File: src/stall_pkg.sv
// Shared widths, depths, LFSR constants and the stall mode type
// for the load/store stall injector. Design files refer to these
// through scoped names.

package stall_pkg;

    //////////////////////////////
    // Bus widths
    //////////////////////////////

    // Byte address, data word and byte enables
    localparam int ADDR_W = 32;
    localparam int DATA_W = 32;
    localparam int BE_W   = 4;

    // Every stall count and the configured maximum
    localparam int STALL_W = 4;

    //////////////////////////////
    // Depths
    //////////////////////////////

    // Memory model, word addressed
    localparam int MEM_WORDS = 64;
    localparam int MEM_IDX_W = $clog2(MEM_WORDS);

    // Granted but unanswered requests, also the response queue depth
    localparam int OUTSTANDING = 4;
    localparam int OUT_PTR_W   = $clog2(OUTSTANDING);
    localparam int OUT_CNT_W   = $clog2(OUTSTANDING + 1);

    //////////////////////////////
    // LFSR
    //////////////////////////////

    // Galois form of x^16 + x^14 + x^13 + x^11 + 1
    localparam int              LFSR_W        = 16;
    localparam logic [LFSR_W-1:0] LFSR_TAPS     = 16'hB400;
    // Distinct seeds so grant and response stalls do not track each other
    localparam logic [LFSR_W-1:0] LFSR_SEED_GNT = 16'hACE1;
    localparam logic [LFSR_W-1:0] LFSR_SEED_RSP = 16'h1D2B;

    // Fixed counts from configuration, or LFSR draws up to the maximum
    typedef enum logic {
        STANDARD = 1'b0,
        RANDOM   = 1'b1
    } stall_mode_e;

endpackage
File: src/mem_bus_if.sv
// One request/grant/response memory port.
// The core modport issues requests, the mem modport grants and answers.

`timescale 1ns/1ps

interface mem_bus_if;

    // Request side, held stable until gnt
    logic                          req;
    logic [stall_pkg::ADDR_W-1:0]  addr;
    logic                          we;
    logic [stall_pkg::BE_W-1:0]    be;
    logic [stall_pkg::DATA_W-1:0]  wdata;

    // Grant, same cycle as an accepted request
    logic                          gnt;

    // Response, exactly one per grant, in grant order
    logic                          rvalid;
    logic [stall_pkg::DATA_W-1:0]  rdata;

    modport core (
        output req,
        output addr,
        output we,
        output be,
        output wdata,
        input  gnt,
        input  rvalid,
        input  rdata
    );

    modport mem (
        input  req,
        input  addr,
        input  we,
        input  be,
        input  wdata,
        output gnt,
        output rvalid,
        output rdata
    );

endinterface

File: src/stall_top.sv
// Stall injector top level for a load/store port.
// Sits between the core and a memory model and delays grants and
// responses by fixed or random counts. Plain ports only.

`timescale 1ns/1ps

module stall_top (
    input  logic                          clk_i,
    input  logic                          rst_n_i,
    // Core load/store port
    input  logic                          req_i,
    input  logic [stall_pkg::ADDR_W-1:0]  addr_i,
    input  logic                          we_i,
    input  logic [stall_pkg::BE_W-1:0]    be_i,
    input  logic [stall_pkg::DATA_W-1:0]  wdata_i,
    output logic                          gnt_o,
    output logic                          rvalid_o,
    output logic [stall_pkg::DATA_W-1:0]  rdata_o,
    // Stall configuration
    input  logic                          stall_en_i,
    input  stall_pkg::stall_mode_e        stall_mode_i,
    input  logic [stall_pkg::STALL_W-1:0] max_stall_i,
    input  logic [stall_pkg::STALL_W-1:0] gnt_stall_i,
    input  logic [stall_pkg::STALL_W-1:0] valid_stall_i
);

    logic                          gnt_draw;
    logic                          rsp_draw;
    logic [stall_pkg::STALL_W-1:0] gnt_rnd;
    logic [stall_pkg::STALL_W-1:0] rsp_rnd;

    // Grant gate to memory
    mem_bus_if core_bus ();

    //////////////////////////////
    // Random stall sources
    //////////////////////////////

    stall_lfsr #(
        .SEED (stall_pkg::LFSR_SEED_GNT)
    ) u_gnt_lfsr (
        .clk_i   (clk_i),
        .rst_n_i (rst_n_i),
        .draw_i  (gnt_draw),
        .max_i   (max_stall_i),
        .count_o (gnt_rnd)
    );

    stall_lfsr #(
        .SEED (stall_pkg::LFSR_SEED_RSP)
    ) u_rsp_lfsr (
        .clk_i   (clk_i),
        .rst_n_i (rst_n_i),
        .draw_i  (rsp_draw),
        .max_i   (max_stall_i),
        .count_o (rsp_rnd)
    );

    //////////////////////////////
    // Request and response paths
    //////////////////////////////

    // Each delivered response frees one outstanding slot
    stall_gnt_gate u_gnt_gate (
        .clk_i        (clk_i),
        .rst_n_i      (rst_n_i),
        .req_i        (req_i),
        .addr_i       (addr_i),
        .we_i         (we_i),
        .be_i         (be_i),
        .wdata_i      (wdata_i),
        .gnt_o        (gnt_o),
        .stall_en_i   (stall_en_i),
        .stall_mode_i (stall_mode_i),
        .gnt_stall_i  (gnt_stall_i),
        .rnd_count_i  (gnt_rnd),
        .draw_o       (gnt_draw),
        .rsp_done_i   (rvalid_o),
        .mem          (core_bus.core)
    );

    stall_mem u_mem (
        .clk_i   (clk_i),
        .rst_n_i (rst_n_i),
        .bus     (core_bus.mem)
    );

    // Memory responses leave the bus on plain wires
    stall_rvalid_gate u_rvalid_gate (
        .clk_i         (clk_i),
        .rst_n_i       (rst_n_i),
        .mem_rvalid_i  (core_bus.rvalid),
        .mem_rdata_i   (core_bus.rdata),
        .stall_en_i    (stall_en_i),
        .stall_mode_i  (stall_mode_i),
        .valid_stall_i (valid_stall_i),
        .rnd_count_i   (rsp_rnd),
        .draw_o        (rsp_draw),
        .rvalid_o      (rvalid_o),
        .rdata_o       (rdata_o)
    );

endmodule

File: src/stall_mem.sv
// Word addressed data memory model with byte enabled writes.
// Grants a request in its own cycle and answers one cycle later.
// After reset it spends MEM_WORDS cycles clearing itself, without grants.

`timescale 1ns/1ps

module stall_mem (
    input  logic   clk_i,
    input  logic   rst_n_i,
    mem_bus_if.mem bus
);

    logic [stall_pkg::DATA_W-1:0]    mem_q [stall_pkg::MEM_WORDS];
    logic                            init_q;
    logic [stall_pkg::MEM_IDX_W-1:0] init_idx_q;
    logic [stall_pkg::MEM_IDX_W-1:0] idx;
    logic                            rvalid_q;
    logic [stall_pkg::DATA_W-1:0]    rdata_q;

    // Upper address bits beyond the array and the byte offset are ignored
    assign idx = bus.addr[stall_pkg::MEM_IDX_W+1:2];

    // No grants while clearing
    assign bus.gnt = bus.req && !init_q;

    // Clear sequencer
    always_ff @(posedge clk_i) begin
        if (!rst_n_i) begin
            init_q     <= 1'b1;
            init_idx_q <= '0;
        end else if (init_q) begin
            init_idx_q <= init_idx_q + 1'b1;
            if (init_idx_q == stall_pkg::MEM_IDX_W'(stall_pkg::MEM_WORDS - 1)) begin
                init_q <= 1'b0;
            end
        end
    end

    // Storage, cleared word by word, then written by byte enable
    always_ff @(posedge clk_i) begin
        if (init_q) begin
            mem_q[init_idx_q] <= '0;
        end else if (bus.gnt && bus.we) begin
            for (int b = 0; b < stall_pkg::BE_W; b++) begin
                if (bus.be[b]) begin
                    mem_q[idx][8*b +: 8] <= bus.wdata[8*b +: 8];
                end
            end
        end
    end

    // Response one cycle after grant
    always_ff @(posedge clk_i) begin
        if (!rst_n_i) begin
            rvalid_q <= 1'b0;
        end else begin
            rvalid_q <= bus.gnt;
        end
    end

    // Old word for writes, stored word for reads
    always_ff @(posedge clk_i) begin
        if (bus.gnt) begin
            rdata_q <= mem_q[idx];
        end
    end

    assign bus.rvalid = rvalid_q;
    assign bus.rdata  = rdata_q;

endmodule

File: src/stall_rvalid_gate.sv
// Response stall gate between the memory and the core.
// Responses are queued with their own stall count and leave in order,
// each after waiting its count once it is at the head.

`timescale 1ns/1ps

module stall_rvalid_gate (
    input  logic                          clk_i,
    input  logic                          rst_n_i,
    // Memory responses
    input  logic                          mem_rvalid_i,
    input  logic [stall_pkg::DATA_W-1:0]  mem_rdata_i,
    // Stall configuration
    input  logic                          stall_en_i,
    input  stall_pkg::stall_mode_e        stall_mode_i,
    input  logic [stall_pkg::STALL_W-1:0] valid_stall_i,
    input  logic [stall_pkg::STALL_W-1:0] rnd_count_i,
    output logic                          draw_o,
    // Core responses
    output logic                          rvalid_o,
    output logic [stall_pkg::DATA_W-1:0]  rdata_o
);

    // Queue storage, payload only
    logic [stall_pkg::DATA_W-1:0]  data_q  [stall_pkg::OUTSTANDING];
    logic [stall_pkg::STALL_W-1:0] stall_q [stall_pkg::OUTSTANDING];

    logic [stall_pkg::OUT_PTR_W-1:0] wr_ptr_q;
    logic [stall_pkg::OUT_PTR_W-1:0] rd_ptr_q;
    logic [stall_pkg::OUT_CNT_W-1:0] count_q;

    logic                            empty;
    logic                            full;
    logic [stall_pkg::STALL_W-1:0]   in_stall;
    logic                            head_valid;
    logic [stall_pkg::STALL_W-1:0]   head_stall;
    logic                            hold_q;
    logic [stall_pkg::STALL_W-1:0]   wait_q;
    logic [stall_pkg::STALL_W-1:0]   cur_wait;
    logic                            push;
    logic                            pop;

    assign empty = (count_q == '0);
    assign full  = (count_q == stall_pkg::OUT_CNT_W'(stall_pkg::OUTSTANDING));

    // Stall for the response arriving now
    always_comb begin
        if (!stall_en_i) begin
            in_stall = '0;
        end else if (stall_mode_i == stall_pkg::RANDOM) begin
            in_stall = rnd_count_i;
        end else begin
            in_stall = valid_stall_i;
        end
    end

    assign draw_o = mem_rvalid_i && stall_en_i && (stall_mode_i == stall_pkg::RANDOM);

    //////////////////////////////
    // Head of queue
    //////////////////////////////

    // An empty queue lets the arriving response act as head
    assign head_valid = !empty || mem_rvalid_i;
    assign head_stall = empty ? in_stall : stall_q[rd_ptr_q];
    assign rdata_o    = empty ? mem_rdata_i : data_q[rd_ptr_q];

    // Counter is loaded the first cycle an entry sits at the head
    assign cur_wait = hold_q ? wait_q : head_stall;
    assign rvalid_o = head_valid && (cur_wait == '0);

    // Zero stall on an empty queue bypasses storage entirely
    assign push = mem_rvalid_i && !(empty && rvalid_o);
    assign pop  = rvalid_o && !empty;

    always_ff @(posedge clk_i) begin
        if (!rst_n_i) begin
            hold_q <= 1'b0;
            wait_q <= '0;
        end else if (rvalid_o || !head_valid) begin
            hold_q <= 1'b0;
            wait_q <= '0;
        end else begin
            hold_q <= 1'b1;
            wait_q <= cur_wait - 1'b1;
        end
    end

    //////////////////////////////
    // Circular queue
    //////////////////////////////

    always_ff @(posedge clk_i) begin
        if (push) begin
            data_q[wr_ptr_q]  <= mem_rdata_i;
            stall_q[wr_ptr_q] <= in_stall;
        end
    end

    always_ff @(posedge clk_i) begin
        if (!rst_n_i) begin
            wr_ptr_q <= '0;
            rd_ptr_q <= '0;
            count_q  <= '0;
        end else begin
            if (push) begin
                wr_ptr_q <= (wr_ptr_q == stall_pkg::OUT_PTR_W'(stall_pkg::OUTSTANDING - 1))
                            ? '0 : wr_ptr_q + 1'b1;
            end
            if (pop) begin
                rd_ptr_q <= (rd_ptr_q == stall_pkg::OUT_PTR_W'(stall_pkg::OUTSTANDING - 1))
                            ? '0 : rd_ptr_q + 1'b1;
            end
            case ({push, pop})
                2'b10:   count_q <= count_q + 1'b1;
                2'b01:   count_q <= count_q - 1'b1;
                default: count_q <= count_q;
            endcase
        end
    end

    // Grant gate limit keeps the queue from ever overflowing
    a_no_push_full: assert property (
        @(posedge clk_i) disable iff (!rst_n_i)
        push |-> !full || pop
    );

endmodule

File: src/stall_gnt_gate.sv
// Grant stall gate between the core request port and the memory.
// Each new request is held off for the selected stall count before it
// is forwarded. Grants also stop while OUTSTANDING responses are pending.

`timescale 1ns/1ps

module stall_gnt_gate (
    input  logic                          clk_i,
    input  logic                          rst_n_i,
    // Core side
    input  logic                          req_i,
    input  logic [stall_pkg::ADDR_W-1:0]  addr_i,
    input  logic                          we_i,
    input  logic [stall_pkg::BE_W-1:0]    be_i,
    input  logic [stall_pkg::DATA_W-1:0]  wdata_i,
    output logic                          gnt_o,
    // Stall configuration
    input  logic                          stall_en_i,
    input  stall_pkg::stall_mode_e        stall_mode_i,
    input  logic [stall_pkg::STALL_W-1:0] gnt_stall_i,
    input  logic [stall_pkg::STALL_W-1:0] rnd_count_i,
    output logic                          draw_o,
    // One pulse per response delivered to the core
    input  logic                          rsp_done_i,
    // Memory side
    mem_bus_if.core                       mem
);

    logic                            busy_q;
    logic [stall_pkg::STALL_W-1:0]   cnt_q;
    logic [stall_pkg::STALL_W-1:0]   sel_stall;
    logic [stall_pkg::STALL_W-1:0]   cur_cnt;
    logic [stall_pkg::OUT_CNT_W-1:0] outst_q;
    logic                            new_req;
    logic                            full;

    //////////////////////////////
    // Stall count
    //////////////////////////////

    // First cycle of a request not yet being counted
    assign new_req = req_i && !busy_q;

    // Zero when disabled, else fixed or drawn
    always_comb begin
        if (!stall_en_i) begin
            sel_stall = '0;
        end else if (stall_mode_i == stall_pkg::RANDOM) begin
            sel_stall = rnd_count_i;
        end else begin
            sel_stall = gnt_stall_i;
        end
    end

    // Draw only when the drawn value is actually used
    assign draw_o = new_req && stall_en_i && (stall_mode_i == stall_pkg::RANDOM);

    // Freshly selected count on the first cycle, running count after
    assign cur_cnt = busy_q ? cnt_q : sel_stall;

    // Back-pressure
    assign full = (outst_q == stall_pkg::OUT_CNT_W'(stall_pkg::OUTSTANDING));

    always_ff @(posedge clk_i) begin
        if (!rst_n_i) begin
            busy_q <= 1'b0;
            cnt_q  <= '0;
        end else if (gnt_o || !req_i) begin
            busy_q <= 1'b0;
            cnt_q  <= '0;
        end else begin
            busy_q <= 1'b1;
            // Count held while the outstanding limit is reached
            if (cur_cnt != '0 && !full) begin
                cnt_q <= cur_cnt - 1'b1;
            end else begin
                cnt_q <= cur_cnt;
            end
        end
    end

    //////////////////////////////
    // Forward to memory
    //////////////////////////////

    assign mem.req   = req_i && (cur_cnt == '0) && !full;
    assign mem.addr  = addr_i;
    assign mem.we    = we_i;
    assign mem.be    = be_i;
    assign mem.wdata = wdata_i;

    // Memory only grants a forwarded request
    assign gnt_o = mem.gnt;

    // Granted requests waiting for their response
    always_ff @(posedge clk_i) begin
        if (!rst_n_i) begin
            outst_q <= '0;
        end else begin
            case ({gnt_o, rsp_done_i})
                2'b10:   outst_q <= outst_q + 1'b1;
                2'b01:   outst_q <= outst_q - 1'b1;
                default: outst_q <= outst_q;
            endcase
        end
    end

    // Core keeps the request fields steady until it sees grant
    a_req_stable: assert property (
        @(posedge clk_i) disable iff (!rst_n_i)
        req_i && !gnt_o |=> req_i && $stable({addr_i, we_i, be_i, wdata_i})
    );

    // Response path never falls behind the grant limit
    a_outst_limit: assert property (
        @(posedge clk_i) disable iff (!rst_n_i)
        outst_q <= stall_pkg::OUT_CNT_W'(stall_pkg::OUTSTANDING)
    );

endmodule

File: src/stall_lfsr.sv
// Galois LFSR that supplies random stall counts.
// The state advances on each draw strobe. The count is clamped to max_i.

`timescale 1ns/1ps

module stall_lfsr #(
    parameter logic [stall_pkg::LFSR_W-1:0] SEED = stall_pkg::LFSR_SEED_GNT
) (
    input  logic                         clk_i,
    input  logic                         rst_n_i,
    input  logic                         draw_i,
    input  logic [stall_pkg::STALL_W-1:0] max_i,
    output logic [stall_pkg::STALL_W-1:0] count_o
);

    logic [stall_pkg::LFSR_W-1:0]  state_q;
    logic [stall_pkg::STALL_W-1:0] raw;

    // Shift right, fold taps in when the bit shifted out is set
    always_ff @(posedge clk_i) begin
        if (!rst_n_i) begin
            state_q <= SEED;
        end else if (draw_i) begin
            if (state_q[0]) begin
                state_q <= (state_q >> 1) ^ stall_pkg::LFSR_TAPS;
            end else begin
                state_q <= state_q >> 1;
            end
        end
    end

    // Low bits of the state, never above the configured maximum
    assign raw     = state_q[stall_pkg::STALL_W-1:0];
    assign count_o = (raw > max_i) ? max_i : raw;

    // A zero state would lock the sequence at zero for good
    a_state_nonzero: assert property (
        @(posedge clk_i) disable iff (!rst_n_i)
        draw_i |=> state_q != '0
    );

endmodule

File: config.mk
export PLATFORM = sky130hd
export DESIGN_NAME = stall_top
export DESIGN_NICKNAME = d
export VERILOG_FILES = /design/src/stall_pkg.sv /design/src/mem_bus_if.sv /design/src/stall_top.sv /design/src/stall_mem.sv /design/src/stall_rvalid_gate.sv /design/src/stall_gnt_gate.sv /design/src/stall_lfsr.sv
export SDC_FILE = /design/constraint.sdc
export NUM_CORES = 2
export LEC_CHECK = 0
export BUFFER_PORTS_ARGS = -buffer_cell sky130_fd_sc_hd__buf_2
export CAP_MARGIN = 20
export CORE_MARGIN = 1.5
export CORE_UTILIZATION = 57
export CTS_CLUSTER_DIAMETER = 40
export DETAILED_ROUTE_END_ITERATION = 7
export PLACE_DENSITY = 0.76
export SYNTH_ARGS = -nofsm -noshare
export SYNTH_HDL_FRONTEND = slang
export SYNTH_SLANG_ARGS = --single-unit
File: constraint.sdc
create_clock -name clk_i -period 4.7 [get_ports clk_i]
set_clock_uncertainty 0.05 [all_clocks]
set_input_delay 0.705 -clock clk_i [delete_from_list [all_inputs] [get_ports clk_i]]
set_output_delay 0.705 -clock clk_i [all_outputs]
set_load 0.03 [all_outputs]
# [Yosys cells after proc, flatten, opt, wreduce, memory -nomap -nowiden]
# Memory sizes are Yosys's and may differ from the RTL's. A register that Yosys moved wholly into a read port is not among the register bits.
# Index checks and enable logic that the tools add are counted.
[word_totals] mem_bits_rw=2192 latch_bits=0 romBits=0 mem_count=3 wordCells=119 register_bits=60 inputBits=86 out_inout_bits=34
[op_classes] n_lt_le_gt_ge=2 reduce_logical=33 eq_ne=8 n_mux=48 div=0 n_bitwise=3 multipliers=0 add_sub_neg=9 n_shift=0
[memory_table] name="u_mem.mem_q" words=64 word_bits=32 rd=1 rd_ports_with_merged_regs=1 write_ports=1 line="stall_mem.sv:13" source="logic [stall_pkg::DATA_W-1:0] mem_q [stall_pkg::MEM_WORDS];"
[memory_table] name="u_rvalid_gate.data_q" words=4 word_bits=32 rd=1 rd_ports_with_merged_regs=1 write_ports=1 line="stall_rvalid_gate.sv:25" source="logic [stall_pkg::DATA_W-1:0] data_q [stall_pkg::OUTSTANDING];"
[memory_table] name="u_rvalid_gate.stall_q" words=4 word_bits=4 rd=1 rd_ports_with_merged_regs=1 write_ports=1 line="stall_rvalid_gate.sv:26" source="logic [stall_pkg::STALL_W-1:0] stall_q [stall_pkg::OUTSTANDING];"
[ops] operator="$mux 32" n=2
[ops] operator="$mux 4" n=11
[ops] operator="$mux 16" n=2
[ops] operator="$reduce_or 32->1" n=1
[ops] operator="$mux 1" n=24
[ops] operator="$logic_and 1x1->1" n=14
[ops] operator="$mux 2" n=6
[ops] operator="$pmux 3 s2" n=2
[ops] operator="$eq 2x2->1 const B" n=4
[ops] operator="$gt 4x4->1" n=2
[ops] operator="$logic_not 4->1" n=2
[ops] operator="$not 3->4" n=2
[ops] operator="$sub 4x1->4 const B" n=2
[ops] operator="$logic_not 1->1" n=7
[ops] operator="$add 3x1->3 const B" n=2
[ops] operator="$add 6x1->6 const B" n=1
[ops] operator="$eq 6x6->1 const B" n=1
[ops] operator="$mux 6" n=1
[ops] operator="$sub 3x1->3 const B" n=2
[ops] operator="$add 2x1->2 const B" n=2
[ops] operator="$eq 2x1->1 const B" n=2
[ops] operator="$reduce_bool 2->1" n=2
[ops] operator="$reduce_bool 4->1" n=1
[ops] operator="$reduce_or 2->1" n=2
[ops] operator="4 further kinds" n=6

# [Depth between registers and ports, before layout]
[depth] depth_word=15 mapped_depth=19 mapped_depth_nobuf=18

# [Cells and area by module]
# From an unflattened synthesis, not the netlist that was laid out.
[unflattened] hier_cells=4372 area_unflattened_um2=89338.2
[modules_own_cells] module="stall_mem" area_each_um2=80224.4 instances=1 seq_area_each_um2=62620.1 cells_per_inst=3696
[modules_own_cells] module="stall_rvalid_gate" area_each_um2=6532.5 instances=1 seq_area_each_um2=4604.4 cells_per_inst=404
[modules_own_cells] module="stall_lfsr" area_each_um2=769.5 instances=2 seq_area_each_um2=320.3 cells_per_inst=74
[modules_own_cells] module="stall_gnt_gate" area_each_um2=1042.2 instances=1 seq_area_each_um2=160.2 cells_per_inst=124

# [Worst setup path after synthesis]
# Ideal clock, no wire load.
[synth_timing] path_kind="input to register" startpoint="input max_stall_i[1] (netlist bit)" endpoint="memory u_mem.mem_q[0][10] (netlist bit), data pin" slack_ps=-235 n_path_buf=2 t_required_ps=4282 arrival_time_ps=4517 stages=15 setup_time_ps=368 cell_sequence="inv_1 ha_1 nor2b_1 o31ai_1 nand2_1 a31o_2 a22o_1 inv_1 ha_1 nand2_1 nor3_1 and3_1 buf_2 clkbuf_1 and3_1"
[synth_between] elab_chain_cells=15 elab_cells_between_ends=24 classes_between="order compare: 1; mux: 17; reduce/logical: 6"
[synth_rtl] element="from (decl)" line="stall_top.sv:22" source="input logic [stall_pkg::STALL_W-1:0] max_stall_i,"
[synth_rtl] element="$gt 4x4->1" line="stall_lfsr.sv:34" source="assign count_o = (raw > max_i) ? max_i : raw;"
[synth_rtl] element="$mux 4 *" line="stall_lfsr.sv:34"
[synth_rtl] element="$mux 4 *" line="stall_gnt_gate.sv:48" source="end else if (stall_mode_i == stall_pkg::RANDOM) begin"
[synth_rtl] element="$mux 4 *" line="stall_gnt_gate.sv:46" source="if (!stall_en_i) begin"
[synth_rtl] element="$mux 4 *" line="stall_gnt_gate.sv:59" source="assign cur_cnt = busy_q ? cnt_q : sel_stall;"
[synth_rtl] element="$logic_not 4->1 *" line="stall_gnt_gate.sv:86" source="assign mem.req = req_i && (cur_cnt == '0) && !full;"
[synth_rtl] element="$logic_and 1x1->1 * (2 in a row)" line="stall_gnt_gate.sv:86"
[synth_rtl] element="$logic_and 1x1->1 *" line="stall_mem.sv:24" source="assign bus.gnt = bus.req && !init_q;"
[synth_rtl] element="$logic_and 1x1->1 *" line="stall_mem.sv:43" source="end else if (bus.gnt && bus.we) begin"
[synth_rtl] element="$mux 1" line="stall_mem.sv:43"
[synth_rtl] element="$mux 1" line="stall_mem.sv:41" source="if (init_q) begin"
[synth_rtl] element="$mux 1 (implied by the code)" line="stall_mem.sv:46" source="mem_q[idx][8*b +: 8] <= bus.wdata[8*b +: 8];"
[synth_rtl] element="$reduce_or 32->1 (no source line) *"
[synth_rtl] element="$mux 32 (no source line) *"
[synth_rtl] element="to (decl)" line="stall_mem.sv:13"
# Every way passes the cells marked *; elsewhere a longest branch is shown, timed or not.

# [Final worst setup path]
[layout_timing] startpoint="register u_gnt_lfsr.state_q[1] (netlist bit)" endpoint="memory u_mem.mem_q[49][2] (netlist bit) (enable)"
[layout_between] elab_chain_cells=15 elab_cells_between_ends=25 classes_between="order compare: 1; mux: 18; reduce/logical: 6"
[layout_rtl] element="from (decl)" line="stall_lfsr.sv:16" source="logic [stall_pkg::LFSR_W-1:0] state_q;"
[layout_rtl] element="from (signal assigned)" line="stall_lfsr.sv:25" source="state_q <= (state_q >> 1) ^ stall_pkg::LFSR_TAPS;"
[layout_rtl] element="from (signal assigned)" line="stall_lfsr.sv:27" source="state_q <= state_q >> 1;"
[layout_rtl] element="$gt 4x4->1" line="stall_lfsr.sv:34"
[layout_rtl] element="$mux 4 *" line="stall_lfsr.sv:34"
[layout_rtl] element="$mux 4 *" line="stall_gnt_gate.sv:48"
[layout_rtl] element="$mux 4 *" line="stall_gnt_gate.sv:46"
[layout_rtl] element="$mux 4 *" line="stall_gnt_gate.sv:59"
[layout_rtl] element="$logic_not 4->1 *" line="stall_gnt_gate.sv:86"
[layout_rtl] element="$logic_and 1x1->1 * (2 in a row)" line="stall_gnt_gate.sv:86"
[layout_rtl] element="$logic_and 1x1->1 *" line="stall_mem.sv:24"
[layout_rtl] element="$logic_and 1x1->1 *" line="stall_mem.sv:43"
[layout_rtl] element="$mux 1" line="stall_mem.sv:43"
[layout_rtl] element="$mux 1" line="stall_mem.sv:41"
[layout_rtl] element="$mux 1 (implied by the code)" line="stall_mem.sv:46"
[layout_rtl] element="$reduce_or 32->1 (no source line)"
[layout_rtl] element="$mux 6 (no source line) or $mux 4 (tied branches)"
# Marks and branches as above.

==> impl_metrics.yaml <==
critical_path:
  crit_path_start: "u_gnt_lfsr.state_q[1]"
  critPathArrivalTime_ns: 5.16
  r2r_cells: 20
  start_kind: "flip-flop"
  worstSetupPathType: "flip-flop to flip-flop"
  crit_path_end_kind: "flip-flop"
  worst_ep_required_time_ns: 5.27
  cp_max_fo: 8
  reg2reg_from: "u_gnt_lfsr.state_q[1]"
synthesis:
  synth_cells: 4056
  yosys_most_used_dff: "edfxtp_1"
  syn_nets: 4164
  synth_top_cell_by_area: "edfxtp_1"
  synth.area.top_cells: "edfxtp_1, mux4_2, dfxtp_1"
  ys_ff_latch: 2286
  synth_cell_types: 62
  synth_edf_count: 2224
  synth_area_mm2: 0.0896
  async_reset_ff_share_pct: 0
  yosysSeqAreaShare_pct: 75.9
  yosys_warnings: 0
  avgSynthCellArea_um2: 22.1
  yosysTopAreaCellShare_pct: 74.5
cts:
  cts_tree: "done"
  cts_buffers: 239
  clock_latency_ns: 0.87
  htree_levels: 4
  cts-root-buf: "clkbuf_16"
  clk_pin_slew_ns: 0.06
  cts.sinks: 2286
  clockBufferDepth: 3
grt:
  overflow: 0
  grt_pass1_wl_um: 332000
  track_usage_pct: 29.5
  grt_pass1_vias: 46300
  grt_max_degree: 79
  antenna_found_initial: 7
placed_design:
  port_buffers: 93
  dp_cells: 6484
  place_ws_ns: -0.632
  hpwlAfterDp_um: 141000
  globalplace.congestion: 0.923
sta:
  finalHoldViolations: 0
  final.period_utilization_pct: 97.7
  slew_headroom_pct: 18.4
  hold-worst-slack_ns: 0.190
  worst_slack_ns: 0.108
  period_needed_ns: 4.59
  rsz0062_at_grt: "yes"
  setup_viol: 0
  timing.final.max_slew_violations: 0
  tightestPinTransition_ns: 1.22
  fmax_mhz: 218
route:
  vias: 46000
  drt-pass1-iter-count: 5
  drt_wl_total_um: 232000
  ant_nets: 0
  drt-vias-per-instance: 6.64
  wl_per_cell_um: 33.5
  drc: 0
  first_iter_violations: 6272
floorplan:
  die_w_um: 400
  core_area_mm2: 0.156
  rows: 145
  die_area_mm2: 0.160
  start_util_pct: 57.4
  ios: 120
  die_h_um: 400
run:
  cap_violations: 0
worst_hold_path:
  hold_class: "input port to flip-flop"
  min_delay_path_depth: 2
  hp-start: "wdata_i[5]"
power_and_ir_drop:
  peakVddDrop_v: 0.000397
  p_per_area_mw_per_mm2: 407
  power_mw: 42.7
  total_leakage_power_nw: 34.9
final_layout:
  drive_above_1_share_pct: 36.7
  layout.nets: 4782
  instances_no_fill: 6931
  area_growth_pct: 17.0
  finish.utilization_pct: 67.1
status:
  outcome: "completed"
-- cell usage in the layout, fill, tap and decap left out, types with 16 or more instances in the layout --
| cell | netlist | layout |
|---|---|---|
| a21boi_0 | 16 | 16 |
| a22oi_1 | 64 | 57 |
| and3_2 | 0 | 33 |
| buf_12 | 0 | 86 |
| buf_2 | 54 | 88 |
| buf_4 | 0 | 428 |
| bufinv_16 | 0 | 25 |
| clkbuf_1 | 140 | 41 |
| clkbuf_16 | 0 | 240 |
| clkinv_1 | 0 | 41 |
| clkinv_2 | 0 | 17 |
| clkinvlp_4 | 0 | 17 |
| dfxtp_1 | 62 | 59 |
| edfxtp_1 | 2224 | 2224 |
| ha_1 | 20 | 20 |
| inv_1 | 26 | 26 |
| inv_6 | 0 | 21 |
| mux4_2 | 708 | 708 |
| nand2_1 | 174 | 173 |
| nand3_1 | 24 | 23 |
| nor2_1 | 298 | 266 |
| nor2_2 | 0 | 31 |
-- state kept, by name, indices dropped and copies added (netlist names), 3 cells and up, named ones only --
name,flops
u_mem.bus.rdata,32
u_gnt_gate.cnt_q,4
u_rvalid_gate.count_q,3
u_gnt_lfsr.state_q,16
u_mem.init_idx_q,6
u_rsp_lfsr.state_q,16
u_rvalid_gate.data_q,128
u_rvalid_gate.wait_q,4
u_mem.mem_q,2048
u_rvalid_gate.stall_q,16
u_gnt_gate.outst_q,3
-- cells in the mapped netlist (3+ instances only) --
master	instances
xnor2_1	13
a22o_1	5
a21oi_1	5
nand4_1	6
o211ai_1	8
nand3b_1	4
nand3_1	24
or3_1	3
a2111oi_4	4
nand2b_1	6
nor3_1	8
and3b_1	4
and3_1	37
dfxtp_1	62
o21ai_0	14
nor2b_1	10
nor3b_1	4
a22oi_1	64
inv_1	26
nand2_1	174
buf_2	54
a31oi_4	4
mux4_2	708
and2_1	15
clkbuf_1	140
buf_6	26
nor4_1	3
mux2i_1	6
edfxtp_1	2224
a211oi_1	5
xor2_1	4
a31oi_1	4
buf_1	13
a21boi_0	16
nor2_1	298
ha_1	20
-- metal layers --
layer	global-route usage, %	part of all wire (%)	vias to the layer above
li1	-	-	18200
met1	40.1	36	24100
met2	46.9	49	3145
met3	6.66	10	501
met4	11.9	4.4	8
met5	0	0.026	-
-- critical path, stage by stage, from the launching register on --
cell     delay, ns
dfxtp_1       0.32
ha_1          0.28
nor2b_1       0.15
o31ai_2       0.25
mux2_2        0.38
o21ai_1       0.16
a22o_1        0.19
inv_1         0.07
ha_1          0.22
nand2_2       0.13
nor3_4        0.06
buf_6         0.15
buf_12        0.13
buf_4         0.13
nand3_1       0.07
nor2_1        0.06
buf_4         0.17
a22oi_1       0.81
buf_4         0.29
nor2_1        0.06
buf_4         0.20
-- cell families after synthesis --
group                    after synthesis  share of synthesized area, %
AND/OR/NAND/NOR                      605                          2.92
buffers and inverters                260                          1.39
multiplexers                         717                          17.9
adder cells (fa/ha/maj)               22                         0.324
XOR/XNOR                              17                         0.166
flip-flops                          2286                          75.9
AO/OA/AOI/OAI                        149                          1.40
-- power breakdown --
group | internal (mW) | leakage [nW] | total [mW] | switching (mW)
clock network | 10.9 | 3.84 | 19.1 | 8.17
logic | 0.618 | 9.98 | 1.41 | 0.795
registers | 22.1 | 21.1 | 22.2 | 0.0411
-- worst paths after layout --
check	slack, ns	endpoint
min reg2reg	0.41	u_gnt_lfsr.state_q[6]
max reg2reg	0.11	u_mem.mem_q[49][2]
min	0.19	u_mem.mem_q[32][5]
max	0.11	u_mem.mem_q[49][2]
-- stage by stage --
stage	cell area, um^2	TNS, ns
6_report	105000	0
5_1_grt	105000	-0.0310
4_1_cts	105000	-0.0840
3_5_place_dp	96500	-517.86
3_3_place_gp	96500	-576.74
2_1_floorplan	89700	-2.02
-- area by class of cell --
cell class | instances | area [um^2]
Fill cell | 9199 | 51400
Sequential cell | 2286 | 68000
Clock buffer | 283 | 6180
Timing Repair Buffer | 610 | 5510
Antenna cell | 1 | 2.50
Tap cell | 2058 | 2570
Clock inverter | 156 | 1860
Multi-Input combinational cell | 1510 | 20600
Inverter | 27 | 109
-- timing repair --
item                                    CTS  global route
pin swaps                                 2             1
hold buffers                              0             0
setup buffers                             0             5
gates resized for setup                  40            23
endpoints found under the setup margin  261           640
gates cloned                              0             1
(Power assumes the default switching activity.)
